--- src/verilog/game_pkg.sv ---
package game_pkg;

    // ----------------------------------------------------------------------
    // game constants
    // ----------------------------------------------------------------------

    localparam int NUM_TARGETS = 3;
    localparam int START_LIVES = 3;
    localparam int WIN_SCORE   = 3;

    localparam int SCORE_W     = 3;
    localparam int LIVES_W     = 2;

    // ----------------------------------------------------------------------
    // vector types
    // ----------------------------------------------------------------------

    typedef logic [SCORE_W-1:0]     score_t;
    typedef logic [LIVES_W-1:0]     lives_t;

    // one bit per target, the three hearts use the same shape
    typedef logic [NUM_TARGETS-1:0] target_mask_t;

    // ----------------------------------------------------------------------
    // game state machine
    // ----------------------------------------------------------------------

    typedef enum logic [2:0]
    {
        state_start_game  = 3'd0,
        state_start_round = 3'd1,
        state_aim         = 3'd2,
        state_shoot       = 3'd3,
        state_end_round   = 3'd4,
        state_end_game    = 3'd5
    }
    game_state_t;

endpackage

--- src/verilog/game_event_capture.sv ---
`timescale 1ns/10ps

module game_event_capture
(
    input  logic                   clk,
    input  logic                   rst,

    input  logic                   shoot,
    input  logic                   collision,
    input  logic                   collision_bullet,
    input  game_pkg::target_mask_t target_within_screen,
    input  logic                   bullet_within_screen,
    input  logic                   spaceship_within_screen,
    input  logic                   timer_running,

    output logic                   shoot_q,
    output logic                   collision_hit,
    output logic                   bullet_hit,
    output logic                   round_end,
    output logic                   timer_running_q
);

    logic collision_del;
    logic collision_rise;
    logic any_off_screen;

    // a held collision only counts once
    assign collision_rise = collision & ~collision_del;

    // any moving sprite gone from the screen closes the round
    assign any_off_screen = ~(&target_within_screen)
                          | ~bullet_within_screen
                          | ~spaceship_within_screen;

    // ----------------------------------------------------------------------
    // sampled event levels
    // ----------------------------------------------------------------------

    always_ff @(posedge clk or posedge rst)
    begin
        if (rst)
        begin
            collision_del   <= 1'b0;
            shoot_q         <= 1'b0;
            collision_hit   <= 1'b0;
            bullet_hit      <= 1'b0;
            round_end       <= 1'b0;
            timer_running_q <= 1'b0;
        end
        else
        begin
            collision_del   <= collision;
            shoot_q         <= shoot;
            collision_hit   <= collision_rise;
            bullet_hit      <= collision_bullet;
            round_end       <= any_off_screen;
            timer_running_q <= timer_running;
        end
    end

endmodule

--- src/verilog/game_master_fsm.sv ---
`timescale 1ns/10ps

module game_master_fsm
(
    input  logic                  clk,
    input  logic                  rst,

    input  logic                  shoot_q,
    input  logic                  collision_hit,
    input  logic                  bullet_hit,
    input  logic                  round_end,
    input  logic                  timer_running_q,

    output game_pkg::game_state_t state,
    output game_pkg::score_t      score,
    output game_pkg::lives_t      lives,
    output logic                  game_won
);

    game_pkg::game_state_t d_state;
    game_pkg::score_t      d_score;
    game_pkg::lives_t      d_lives;
    logic                  d_game_won;

    game_pkg::lives_t      lives_after_hit;
    game_pkg::score_t      score_after_hit;
    game_pkg::game_state_t state_after_hit;

    assign lives_after_hit = lives - 1'b1;
    assign score_after_hit = score + 1'b1;

    // losing the last heart ends the game, otherwise only the round
    assign state_after_hit = (lives_after_hit == '0) ? game_pkg::state_end_game
                                                     : game_pkg::state_end_round;

    // ----------------------------------------------------------------------
    // next state, score and lives
    // ----------------------------------------------------------------------

    always_comb
    begin
        d_state    = state;
        d_score    = score;
        d_lives    = lives;
        d_game_won = game_won;

        case (state)

        game_pkg::state_start_game:
        begin
            d_score    = '0;
            d_lives    = game_pkg::lives_t'(game_pkg::START_LIVES);
            d_game_won = 1'b0;
            d_state    = game_pkg::state_start_round;
        end

        game_pkg::state_start_round:
        begin
            // timer already stopped means the game is over
            if (!timer_running_q)
                d_state = game_pkg::state_end_game;
            else
                d_state = game_pkg::state_aim;
        end

        game_pkg::state_aim:
        begin
            if (collision_hit)
            begin
                d_lives = lives_after_hit;
                d_state = state_after_hit;
            end
            else if (round_end)
            begin
                d_state = game_pkg::state_end_round;
            end
            else if (shoot_q)
            begin
                d_state = game_pkg::state_shoot;
            end
        end

        game_pkg::state_shoot:
        begin
            // a bullet hit wins over a spaceship collision in the same cycle
            if (bullet_hit)
            begin
                d_score = score_after_hit;
                d_state = game_pkg::state_end_round;

                if (score_after_hit == game_pkg::score_t'(game_pkg::WIN_SCORE))
                    d_game_won = 1'b1;
            end
            else if (collision_hit)
            begin
                d_lives = lives_after_hit;
                d_state = state_after_hit;
            end
            else if (round_end)
            begin
                d_state = game_pkg::state_end_round;
            end
        end

        game_pkg::state_end_round:
        begin
            d_state = game_pkg::state_start_round;
        end

        game_pkg::state_end_game:
        begin
            d_state = game_pkg::state_start_game;
        end

        default:
        begin
            d_state = game_pkg::state_start_game;
        end

        endcase
    end

    // ----------------------------------------------------------------------
    // state registers
    // ----------------------------------------------------------------------

    always_ff @(posedge clk or posedge rst)
    begin
        if (rst)
        begin
            state    <= game_pkg::state_start_game;
            score    <= '0;
            lives    <= game_pkg::lives_t'(game_pkg::START_LIVES);
            game_won <= 1'b0;
        end
        else
        begin
            state    <= d_state;
            score    <= d_score;
            lives    <= d_lives;
            game_won <= d_game_won;
        end
    end

endmodule

--- src/verilog/sprite_command_decode.sv ---
`timescale 1ns/10ps

module sprite_command_decode
(
    input  logic                   clk,
    input  logic                   rst,

    input  game_pkg::game_state_t  state,
    input  game_pkg::lives_t       lives,

    output game_pkg::target_mask_t target_write_xy,
    output game_pkg::target_mask_t target_write_dxy,
    output game_pkg::target_mask_t target_enable_update,

    output logic                   bullet_write_xy,
    output logic                   bullet_write_dxy,
    output logic                   bullet_enable_update,

    output logic                   spaceship_write_xy,
    output logic                   spaceship_write_dxy,
    output logic                   spaceship_enable_update,

    output logic                   bullet_rgb_en,
    output logic                   timer_start,
    output game_pkg::target_mask_t heart_rgb_en
);

    game_pkg::target_mask_t d_target_write_xy;
    game_pkg::target_mask_t d_target_write_dxy;
    game_pkg::target_mask_t d_target_enable_update;
    game_pkg::target_mask_t d_heart_rgb_en;

    logic d_bullet_write_xy;
    logic d_spaceship_write_xy;
    logic d_moving;
    logic d_bullet_rgb_en;
    logic d_timer_start;

    // ----------------------------------------------------------------------
    // strobes per state
    // ----------------------------------------------------------------------

    always_comb
    begin
        d_target_write_xy      = '0;
        d_target_write_dxy     = '0;
        d_target_enable_update = '0;
        d_bullet_write_xy      = 1'b0;
        d_spaceship_write_xy   = 1'b0;
        d_moving               = 1'b0;
        d_bullet_rgb_en        = 1'b0;
        d_timer_start          = 1'b0;

        case (state)
        game_pkg::state_start_game:
        begin
            d_timer_start = 1'b1;
        end

        // place everything for a new round
        game_pkg::state_start_round:
        begin
            d_target_write_xy    = '1;
            d_target_write_dxy   = '1;
            d_bullet_write_xy    = 1'b1;
            d_spaceship_write_xy = 1'b1;
        end

        game_pkg::state_aim:
        begin
            d_target_enable_update = '1;
            d_moving               = 1'b1;
        end

        game_pkg::state_shoot:
        begin
            d_target_enable_update = '1;
            d_moving               = 1'b1;
            d_bullet_rgb_en        = 1'b1;
        end

        default:
        begin
            d_timer_start = 1'b0;
        end
        endcase
    end

    // bit 0 is heart 3, so the hearts go out from heart 1 upward
    always_comb
    begin
        for (int i = 0; i < game_pkg::NUM_TARGETS; i++)
            d_heart_rgb_en[i] = (int'(lives) > i);
    end

    // ----------------------------------------------------------------------
    // output registers
    // ----------------------------------------------------------------------

    always_ff @(posedge clk or posedge rst)
    begin
        if (rst)
        begin
            target_write_xy         <= '0;
            target_write_dxy        <= '0;
            target_enable_update    <= '0;
            bullet_write_xy         <= 1'b0;
            bullet_write_dxy        <= 1'b0;
            bullet_enable_update    <= 1'b0;
            spaceship_write_xy      <= 1'b0;
            spaceship_write_dxy     <= 1'b0;
            spaceship_enable_update <= 1'b0;
            bullet_rgb_en           <= 1'b0;
            timer_start             <= 1'b0;
            heart_rgb_en            <= '0;
        end
        else
        begin
            target_write_xy         <= d_target_write_xy;
            target_write_dxy        <= d_target_write_dxy;
            target_enable_update    <= d_target_enable_update;
            bullet_write_xy         <= d_bullet_write_xy;
            bullet_write_dxy        <= d_moving;
            bullet_enable_update    <= d_moving;
            spaceship_write_xy      <= d_spaceship_write_xy;
            spaceship_write_dxy     <= d_moving;
            spaceship_enable_update <= d_moving;
            bullet_rgb_en           <= d_bullet_rgb_en;
            timer_start             <= d_timer_start;
            heart_rgb_en            <= d_heart_rgb_en;
        end
    end

endmodule

--- src/verilog/game_master_top.sv ---
`timescale 1ns/10ps

module game_master_top
(
    input  logic                   clk,
    input  logic                   rst,

    input  logic                   shoot,
    input  logic                   collision,
    input  logic                   collision_bullet,
    input  game_pkg::target_mask_t target_within_screen,
    input  logic                   bullet_within_screen,
    input  logic                   spaceship_within_screen,
    input  logic                   timer_running,

    output game_pkg::game_state_t  state,
    output game_pkg::score_t       score,
    output game_pkg::lives_t       lives,
    output logic                   game_won,

    output game_pkg::target_mask_t target_write_xy,
    output game_pkg::target_mask_t target_write_dxy,
    output game_pkg::target_mask_t target_enable_update,
    output logic                   bullet_write_xy,
    output logic                   bullet_write_dxy,
    output logic                   bullet_enable_update,
    output logic                   spaceship_write_xy,
    output logic                   spaceship_write_dxy,
    output logic                   spaceship_enable_update,
    output logic                   bullet_rgb_en,
    output logic                   timer_start,
    output game_pkg::target_mask_t heart_rgb_en
);

    // stage 1 to stage 2
    logic shoot_q;
    logic collision_hit;
    logic bullet_hit;
    logic round_end;
    logic timer_running_q;

    // ----------------------------------------------------------------------
    // pipeline stages
    // ----------------------------------------------------------------------

    game_event_capture u_capture
    (
        .clk                     (clk),
        .rst                     (rst),
        .shoot                   (shoot),
        .collision               (collision),
        .collision_bullet        (collision_bullet),
        .target_within_screen    (target_within_screen),
        .bullet_within_screen    (bullet_within_screen),
        .spaceship_within_screen (spaceship_within_screen),
        .timer_running           (timer_running),
        .shoot_q                 (shoot_q),
        .collision_hit           (collision_hit),
        .bullet_hit              (bullet_hit),
        .round_end               (round_end),
        .timer_running_q         (timer_running_q)
    );

    game_master_fsm u_fsm
    (
        .clk             (clk),
        .rst             (rst),
        .shoot_q         (shoot_q),
        .collision_hit   (collision_hit),
        .bullet_hit      (bullet_hit),
        .round_end       (round_end),
        .timer_running_q (timer_running_q),
        .state           (state),
        .score           (score),
        .lives           (lives),
        .game_won        (game_won)
    );

    sprite_command_decode u_decode
    (
        .clk                     (clk),
        .rst                     (rst),
        .state                   (state),
        .lives                   (lives),
        .target_write_xy         (target_write_xy),
        .target_write_dxy        (target_write_dxy),
        .target_enable_update    (target_enable_update),
        .bullet_write_xy         (bullet_write_xy),
        .bullet_write_dxy        (bullet_write_dxy),
        .bullet_enable_update    (bullet_enable_update),
        .spaceship_write_xy      (spaceship_write_xy),
        .spaceship_write_dxy     (spaceship_write_dxy),
        .spaceship_enable_update (spaceship_enable_update),
        .bullet_rgb_en           (bullet_rgb_en),
        .timer_start             (timer_start),
        .heart_rgb_en            (heart_rgb_en)
    );

endmodule

--- config.mk ---
export PLATFORM = sky130hd
export DESIGN_NAME = game_master_top
export DESIGN_NICKNAME = d
export VERILOG_FILES = /design/src/verilog/game_pkg.sv /design/src/verilog/game_event_capture.sv /design/src/verilog/game_master_fsm.sv /design/src/verilog/sprite_command_decode.sv /design/src/verilog/game_master_top.sv
export SDC_FILE = /design/constraint.sdc
export NUM_CORES = 1
export LEC_CHECK = 0
export BUFFER_PORTS_ARGS = -buffer_cell sky130_fd_sc_hd__buf_2
export CAP_MARGIN = 20
export CELL_PAD_IN_SITES_DETAIL_PLACEMENT = 0
export CELL_PAD_IN_SITES_GLOBAL_PLACEMENT = 2
export CORE_ASPECT_RATIO = 1.5
export CORE_MARGIN = 2
export CORE_UTILIZATION = 30
export CTS_BUF_LIST = sky130_fd_sc_hd__clkbuf_8
export CTS_CLUSTER_DIAMETER = 80
export CTS_CLUSTER_SIZE = 30
export DETAILED_ROUTE_END_ITERATION = 6
export PLACE_DENSITY = 0.83
export SYNTH_ARGS = -nofsm -noshare
export SYNTH_HDL_FRONTEND = slang
export SYNTH_SLANG_ARGS = --single-unit
--- constraint.sdc ---
create_clock -name clk -period 1.6 [get_ports clk]
set_clock_uncertainty 0.15 [all_clocks]
set_input_delay 0.32 -clock clk [delete_from_list [all_inputs] [get_ports clk]]
set_output_delay 0.32 -clock clk [all_outputs]
set_load 0.02 [all_outputs]
==> results of run 1 <==
[worst reg2reg max path, cell delays in order (launching register included)]
cell	delay [ns]
sky130_fd_sc_hd__dfstp_2	0.57
sky130_fd_sc_hd__inv_2	0.07
sky130_fd_sc_hd__ha_1	0.17
sky130_fd_sc_hd__and2_1	0.16
sky130_fd_sc_hd__o21ai_1	0.12
sky130_fd_sc_hd__o221ai_1	0.13
[path summary, 6_finish.rpt]
path	start	end	depth (start not counted)	slack, ns
min in group asynchronous	rst	u_decode.heart_rgb_en[1]$_DFF_PP0_	4	0.47
hold / removal	shoot	u_capture.shoot_q$_DFF_PP0_	1	0.01
hold reg to reg	u_capture.collision_del$_DFF_PP0_	u_capture.collision_hit$_DFF_PP0_	1	0.25
max in group asynchronous	rst	u_fsm.lives[1]$_DFFE_PP1P_	4	0.56
setup reg to reg	u_fsm.lives[1]$_DFFE_PP1P_	u_fsm.state[0]$_DFFE_PP0P_	5	0.10
setup / recovery	u_fsm.lives[0]$_DFFE_PP1P_	lives[0]	2	0.03
[cell usage after synthesis, types with 3 or more instances]
cell                        n
sky130_fd_sc_hd__nor2b_1    4
sky130_fd_sc_hd__a211oi_1   4
sky130_fd_sc_hd__nand3_1    5
sky130_fd_sc_hd__ha_1       6
sky130_fd_sc_hd__a21oi_1    3
sky130_fd_sc_hd__o21ai_0    4
sky130_fd_sc_hd__dfrtp_1   20
sky130_fd_sc_hd__buf_4     15
sky130_fd_sc_hd__nor2_1     7
sky130_fd_sc_hd__inv_1      7
sky130_fd_sc_hd__buf_2      3
[kinds of logic (layout without fill, tap and decap cells)]
logic type | after synthesis | in the layout | share of synthesized area
compound gates | 21 | 21 | 0.129
xor+xnor | 1 | 1 | 0.00785
fa+ha+maj | 6 | 6 | 0.0673
buf+inv | 25 | 58 | 0.138
flops | 22 | 22 | 0.496
mux | 1 | 1 | 0.00897
simple gates | 29 | 29 | 0.154
[metal layers]
metal / vias up / wire length (microns) / part of all wire / GRT usage
met5: - / 0 / 0 / 0
met4: 0 / 19 / 0.0089 / 0.0385
li1: 409 / - / - / -
met1: 407 / 903 / 0.42 / 0.131
met2: 43 / 1050 / 0.49 / 0.184
met3: 4 / 152 / 0.072 / 0.0169
[power by group through the flow]
stage	Combinational [mW]	Sequential (mW)	Clock, mW
global route	1.04	0.924	0.567
floorplan	0.751	0.925	0
CTS	0.944	0.887	0.536
detailed placement	0.942	0.891	0
finish	0.945	0.894	0.527
global placement	0.929	0.880	0
[cell type report]
type / instances / share of cell area
well taps: 43 / 0.0388
repair buffers: 47 / 0.191
multi-input cells: 58 / 0.298
flip-flops and latches: 22 / 0.401
clock buffers: 3 / 0.0298
clock inverters: 1 / 0.0216
inverters: 7 / 0.0189
[stage by stage]
step	hold WS [ns]	total power [mW]	setup slack [ns]	instance area (sq um)
after detailed placement	0.227	1.83	0.0404	1270
after floorplan	0.158	1.68	0.0411	1120
final	0.0120	2.37	0.0296	1390
after CTS	0.00388	2.37	0.00423	1360
after global routing	0.00228	2.53	0.000908	1390
after global placement	0.218	1.81	0.0856	1270
[flip-flops by register name, indices dropped and copies added, names as in the netlist, 2 cells and up]
register and flops:
u_fsm.state 3, u_fsm.lives 2, u_decode.heart_rgb_en 3, u_fsm.score 3
[what timing repair did]
item / in CTS / in global routing
endpoints found under the setup margin: 2 / 4
hold buffers: 1 / 2
hold endpoints to repair: 20 / 2
buffers inserted: 0 / 0
pin swaps: 0 / 1
gates resized for setup: 2 / 6
==> results.txt, run 1 <==
- Half-perimeter wire length after detailed placement: 1490 microns
* Critical path data required time: 1.13 ns
- In the layout the commonest cells are 38 x sky130_fd_sc_hd__buf_2, 17 x sky130_fd_sc_hd__dfrtp_1, 7 x sky130_fd_sc_hd__nor2_1.
* RSZ-0062 raised after global routing: false
* Vert. Die Dim: 78.7 microns
* Relative contribution of combinational cells to total power: 0.400
- TritonCTS built the clock tree.
- Total of fill cells in the finished design: 378
- Yosys mapped a number of flops with a built-in enable equal to 0.
* Average cell area after synthesis: 10.6 sq um
- Final Wtd Congestion: 0.700
- For this run, the number of Yosys warnings is 0.
- The flow ran to the end, and the final reports show no timing, DRC or antenna violations.
* Final min period: 1.57 ns
* Number of I/O port buffers: 39
- STA classifies the critical path startpoint as a flip-flop.
* Largest cells by area after synthesis: sky130_fd_sc_hd__dfrtp_1 45%, sky130_fd_sc_hd__buf_4 10%, sky130_fd_sc_hd__ha_1 6.7%
* Post-Synthesis Net Count: 122
- Max-slew headroom at the worst pin: 0.776
- Gate family responsible for the most delay along the worst path: flip-flops
- Global-route wire length before repair: 3480 microns
* H-Tree Depth: 1
- Placed Instances: 174
- Cell internal power was estimated by the tool at 1.40 mW.
* Residual DRC: 0
- Dividing the final minimum period by the clock period gives 0.981.
- Total global routing track utilization: 0.108
* Static Leak: 0.685 nW
- The share of synthesized area in the top cell type comes to 0.448.
- Slowest stage cell on the critical path: sky130_fd_sc_hd__dfstp_2
- At the pin with the least slew margin, the transition time is 0.336 ns.
* Post-Synthesis Cell Area: 1120 sq um
* Number of CTS-inserted buffers: 3
- Sequential area share after synthesis: 0.496
- Post-route core utilization: 0.384
- The initial utilization of the core area, before any placement, comes to 0.309.
- For this run, the leading register cell type out of synthesis is sky130_fd_sc_hd__dfrtp_1.
- The die covers 4230 sq um.
* Max Buffers Root-to-Sink: 2
* Number of nets in the layout: 156
- Via count of the first global-routing pass: 777
- Maximum net fanout on the critical path: 4
- Post-synth ARST share: 1.00
- Switching Share: 0.410
- For the worst-skew pair, the clock arrives at the later sink with an insertion delay of 0.26 ns.
- Critical-path cell list: buf_4 > buf_4
- WP buf/inv: 2
* Total overflow reported by the global router: 0
- In this run the standard cell core region covers 3610 sq um.
- Kind of path behind the tightest hold check: primary input to flip-flop
- Count of placed standard cells in the final layout, fillers left out: 181
- Share of power burned in registers: 0.378
- 0 antenna diodes ended up in the layout.
- Number of vias per cell: 4.77
* Worst supply voltage drop on vdd: 0.739 mV
- The critical path is of the flip-flop to primary output type.
- Timing would allow up to 637 MHz.
* Share of post-route cells with drive strength above 1: 0.420
- The number of antenna violations at the first check in global routing is 0.
- Power per unit of standard cell area: 1710 nW/um^2
- Fin. max-slew vios: 0
- Syn-to-layout area delta: 24.3%
* Setup-violating endpoint count in the final report: 0
* Routed length per placed instance: 11.7 microns
- The worst setup path is captured at a primary output.
- The number of hold violations in the final report is 0.
- Clock tree synthesis selected as its root buffer the cell sky130_fd_sc_hd__clkbuf_8.
- Data arrival time at the worst-slack endpoint: 1.10 ns
- Number of unique standard cell types used by synthesis: 31
- Clock-pin slew was measured on the worst setup and hold paths at 0.09 ns.
* Final sum of negative setup slack: 0 ns
- In this run the remaining antenna-violating nets after routing total 0.
- Area of combinational cells with multiple inputs: 414 sq um
* First DRT Iteration DRCs: 35
* Most used cell along the critical path: sky130_fd_sc_hd__buf_4
- Pre-Repair DR Iteration Count: 4
* Part of the total power dissipated in the clock network: 0.223
* Die X: 53.8 microns
- Sink Count: 22
- Largest incremental delay on the critical path: 0.57 ns
- In the synthesized netlist, the number of instances is 105.
- Placement row count: 27
- Across the run, the number of max-cap violations was 0.
- The analysis attributes to net switching a power of 0.970 mW.
- Flop and latch count out of synthesis: 22
- Via Count: 863
- Largest net degree at the start of global routing: 23
- 40 I/O pins were placed.
- Across the whole layout, storage elements account for 557 sq um.
- Total Wirelength: 2130 microns
- Most common cell after layout, fill and taps aside: sky130_fd_sc_hd__buf_2
* Cell type with the largest total area after synthesis: sky130_fd_sc_hd__dfrtp_1
Note: power is estimated with default switching activity, not from simulation.
==> run 2, diff against run 1 <==
--- a/config.mk
+++ b/config.mk
@@ -9,7 +9,6 @@
 export CAP_MARGIN = 20
 export CELL_PAD_IN_SITES_DETAIL_PLACEMENT = 0
 export CELL_PAD_IN_SITES_GLOBAL_PLACEMENT = 2
-export CORE_ASPECT_RATIO = 1.5
 export CORE_MARGIN = 2
 export CORE_UTILIZATION = 30
 export CTS_BUF_LIST = sky130_fd_sc_hd__clkbuf_8
==> results.txt, run 2 (synthesis results as in run 1) <==
- The run finished with clean final reports.
* Kind of path behind the tightest hold check: primary input to flip-flop
* Number of nets in the layout: 157
* Power, Total: 2.20 mW
- Crit path capture type: primary output
- The routed design uses 137 microns of met3 wire.
- For this run, the top clock speed supported by timing is 642 MHz.
* Metal1 wirelength: 988 microns
* Worst supply voltage drop on vdd: 0.377 mV
* Sink Count: 22
- Top Ports: 40
* Fin. max-slew vios: 0
- Power spread over the standard cell area amounts to 1590 nW/um^2.
- Hold violation count in the final report: 0
* Initial cell density of the core: 0.310
* Antenna Nets Post-Route: 0
- Final min period: 1.56 ns
- For this run, the total global-route usage over all layers was measured as 0.103.
- MaxCap Viol Count: 0
- Detailed placement finished with a half-perimeter wire length of 1490 microns.
- After the first detailed-routing iteration, the DRC count stood at 30.
* Setup-violating endpoint count in the final report: 0
- Dividing the final minimum period by the clock period gives 0.974.
- Die X: 65.0 microns
- The worst setup path is launched from a flip-flop.
* H-Tree Depth: 1
- Entering global routing, the biggest net connects 19 pins.
- The number of global-route vias before repair came to 725.
- Via Count: 831
* Critical path data required time: 1.13 ns
* Global-route wire length before repair: 3370 microns
- Max-slew headroom at the worst pin: 0.795
* CTS clk-pin slew, worst paths: 0.07 ns
* Data arrival time at the worst-slack endpoint: 1.09 ns
* CTS tree: done
- Share of post-route cells with drive strength above 1: 0.417
- Static Leak: 0.677 nW
- Of all nets on the critical path, the largest fanout is 5.
- Diode count: 0
- The clock passes through at most 2 buffers.
- Routed length per placed instance: 10.8 microns
- Cell at the root of the clock tree: sky130_fd_sc_hd__clkbuf_8
- By startpoint and endpoint, the worst setup path is classified as flip-flop to primary output.
* Post-route core utilization: 0.384
* Clock latency reported for the late side of the worst-skew pair: 0.26 ns
- Final hold analysis gives a worst-case slack of 0.0164 ns.
- The layout has 354 filler cells.
- Residual DRC: 0
- Final Wtd Congestion: 0.749
- The library cell used most frequently in the layout, excluding fill and tap cells, is sky130_fd_sc_hd__buf_2.
* Number of CTS-inserted buffers: 3
- From bottom edge to top edge, the die measures 65.0 microns.
* Highest-count cells in the layout ignoring fill and taps: 38 x sky130_fd_sc_hd__buf_2, 18 x sky130_fd_sc_hd__dfrtp_1, 7 x sky130_fd_sc_hd__nor2_1
- Number of vias per cell: 4.44
* Total overflow reported by the global router: 0
- Pre-Repair DR Iteration Count: 4
- The floorplan has 22 rows.
- Number of antenna violations at the first check in global routing: 0
* Detailed-routed wire length on met2: 861 microns
* Total Wirelength: 2020 microns
- The highest layer touched by signal routing is met4.
- For the pin with the worst max-slew slack, the measured transition is 0.307 ns.
- Floorplan die area: 4220 sq um
- Syn-to-layout area delta: 24.1%
- After floorplanning, the core was sized to cover 3610 sq um.
- Registers with the highest flip-flop counts: u_decode.heart_rgb_en x3, u_fsm.score x3, u_fsm.state x3
* Number of I/O port buffers: 39
==> run 2: worst paths after layout <==
kind                                                   start                                 to  slack, ns  depth (start not counted)
setup / recovery                  u_fsm.lives[0]$_DFFE_PP1P_                           lives[0]       0.04                          2
hold / removal                                         shoot        u_capture.shoot_q$_DFF_PP0_       0.02                          1
setup reg to reg                  u_fsm.lives[1]$_DFFE_PP1P_         u_fsm.state[0]$_DFFE_PP0P_       0.09                          5
hold reg to reg            u_capture.collision_del$_DFF_PP0_  u_capture.collision_hit$_DFF_PP0_       0.25                          1
max in group asynchronous                                rst         u_fsm.state[0]$_DFFE_PP0P_       0.39                          4
min in group asynchronous                                rst     u_decode.timer_start$_DFF_PP0_       0.39                          3
==> run 2: cell type report <==
class | instances | area [sq um] | share of cell area
tap | 48 | 60.1 | 0.0434
timing repair buffer | 48 | 277 | 0.200
sequential | 22 | 556 | 0.401
clock inverter | 1 | 3.75 | 0.00271
multi-input combinational | 58 | 422 | 0.304
inverter | 7 | 26.3 | 0.0190
clock buffer | 3 | 41.3 | 0.0298
==> run 2: report_power, final <==
part / switching (mW) / internal [mW]
clock: 0.166 / 0.171
combinational: 0.605 / 0.401
sequential: 0.176 / 0.684
==> run 2: layer usage <==
layer,vias up,global-route usage
li1,412,-
met1,375,0.142
met2,40,0.148
met3,4,0.0191
met4,0,0.0638
met5,-,0
==> run 2: timing repair <==
item                                   in CTS  in global routing
hold buffers                                1                  2
endpoints found under the hold margin       6                  2
buffers inserted                            0                  2
gates resized for setup                     1                  8
setup endpoints to repair                   1                  3
pin swaps                                   0                  1
==> run 2: worst max-delay path, cell delays in order (launching register included) <==
cell and delay (ns):
sky130_fd_sc_hd__dfstp_2 0.59, sky130_fd_sc_hd__buf_6 0.12, sky130_fd_sc_hd__buf_4 0.13
==> run 2: metrics by stage <==
step	cells	cell area [sq um]	setup WS, ns	setup TNS [ns]
2_1_floorplan	105	1120	0.0411	0
3_3_place_gp	178	1270	0.0797	0
3_5_place_dp	178	1270	0.0343	0
4_1_cts	183	1330	0.0287	0
5_1_grt	187	1390	-0.00245	-0.00245
6_report	187	1390	0.0415	0
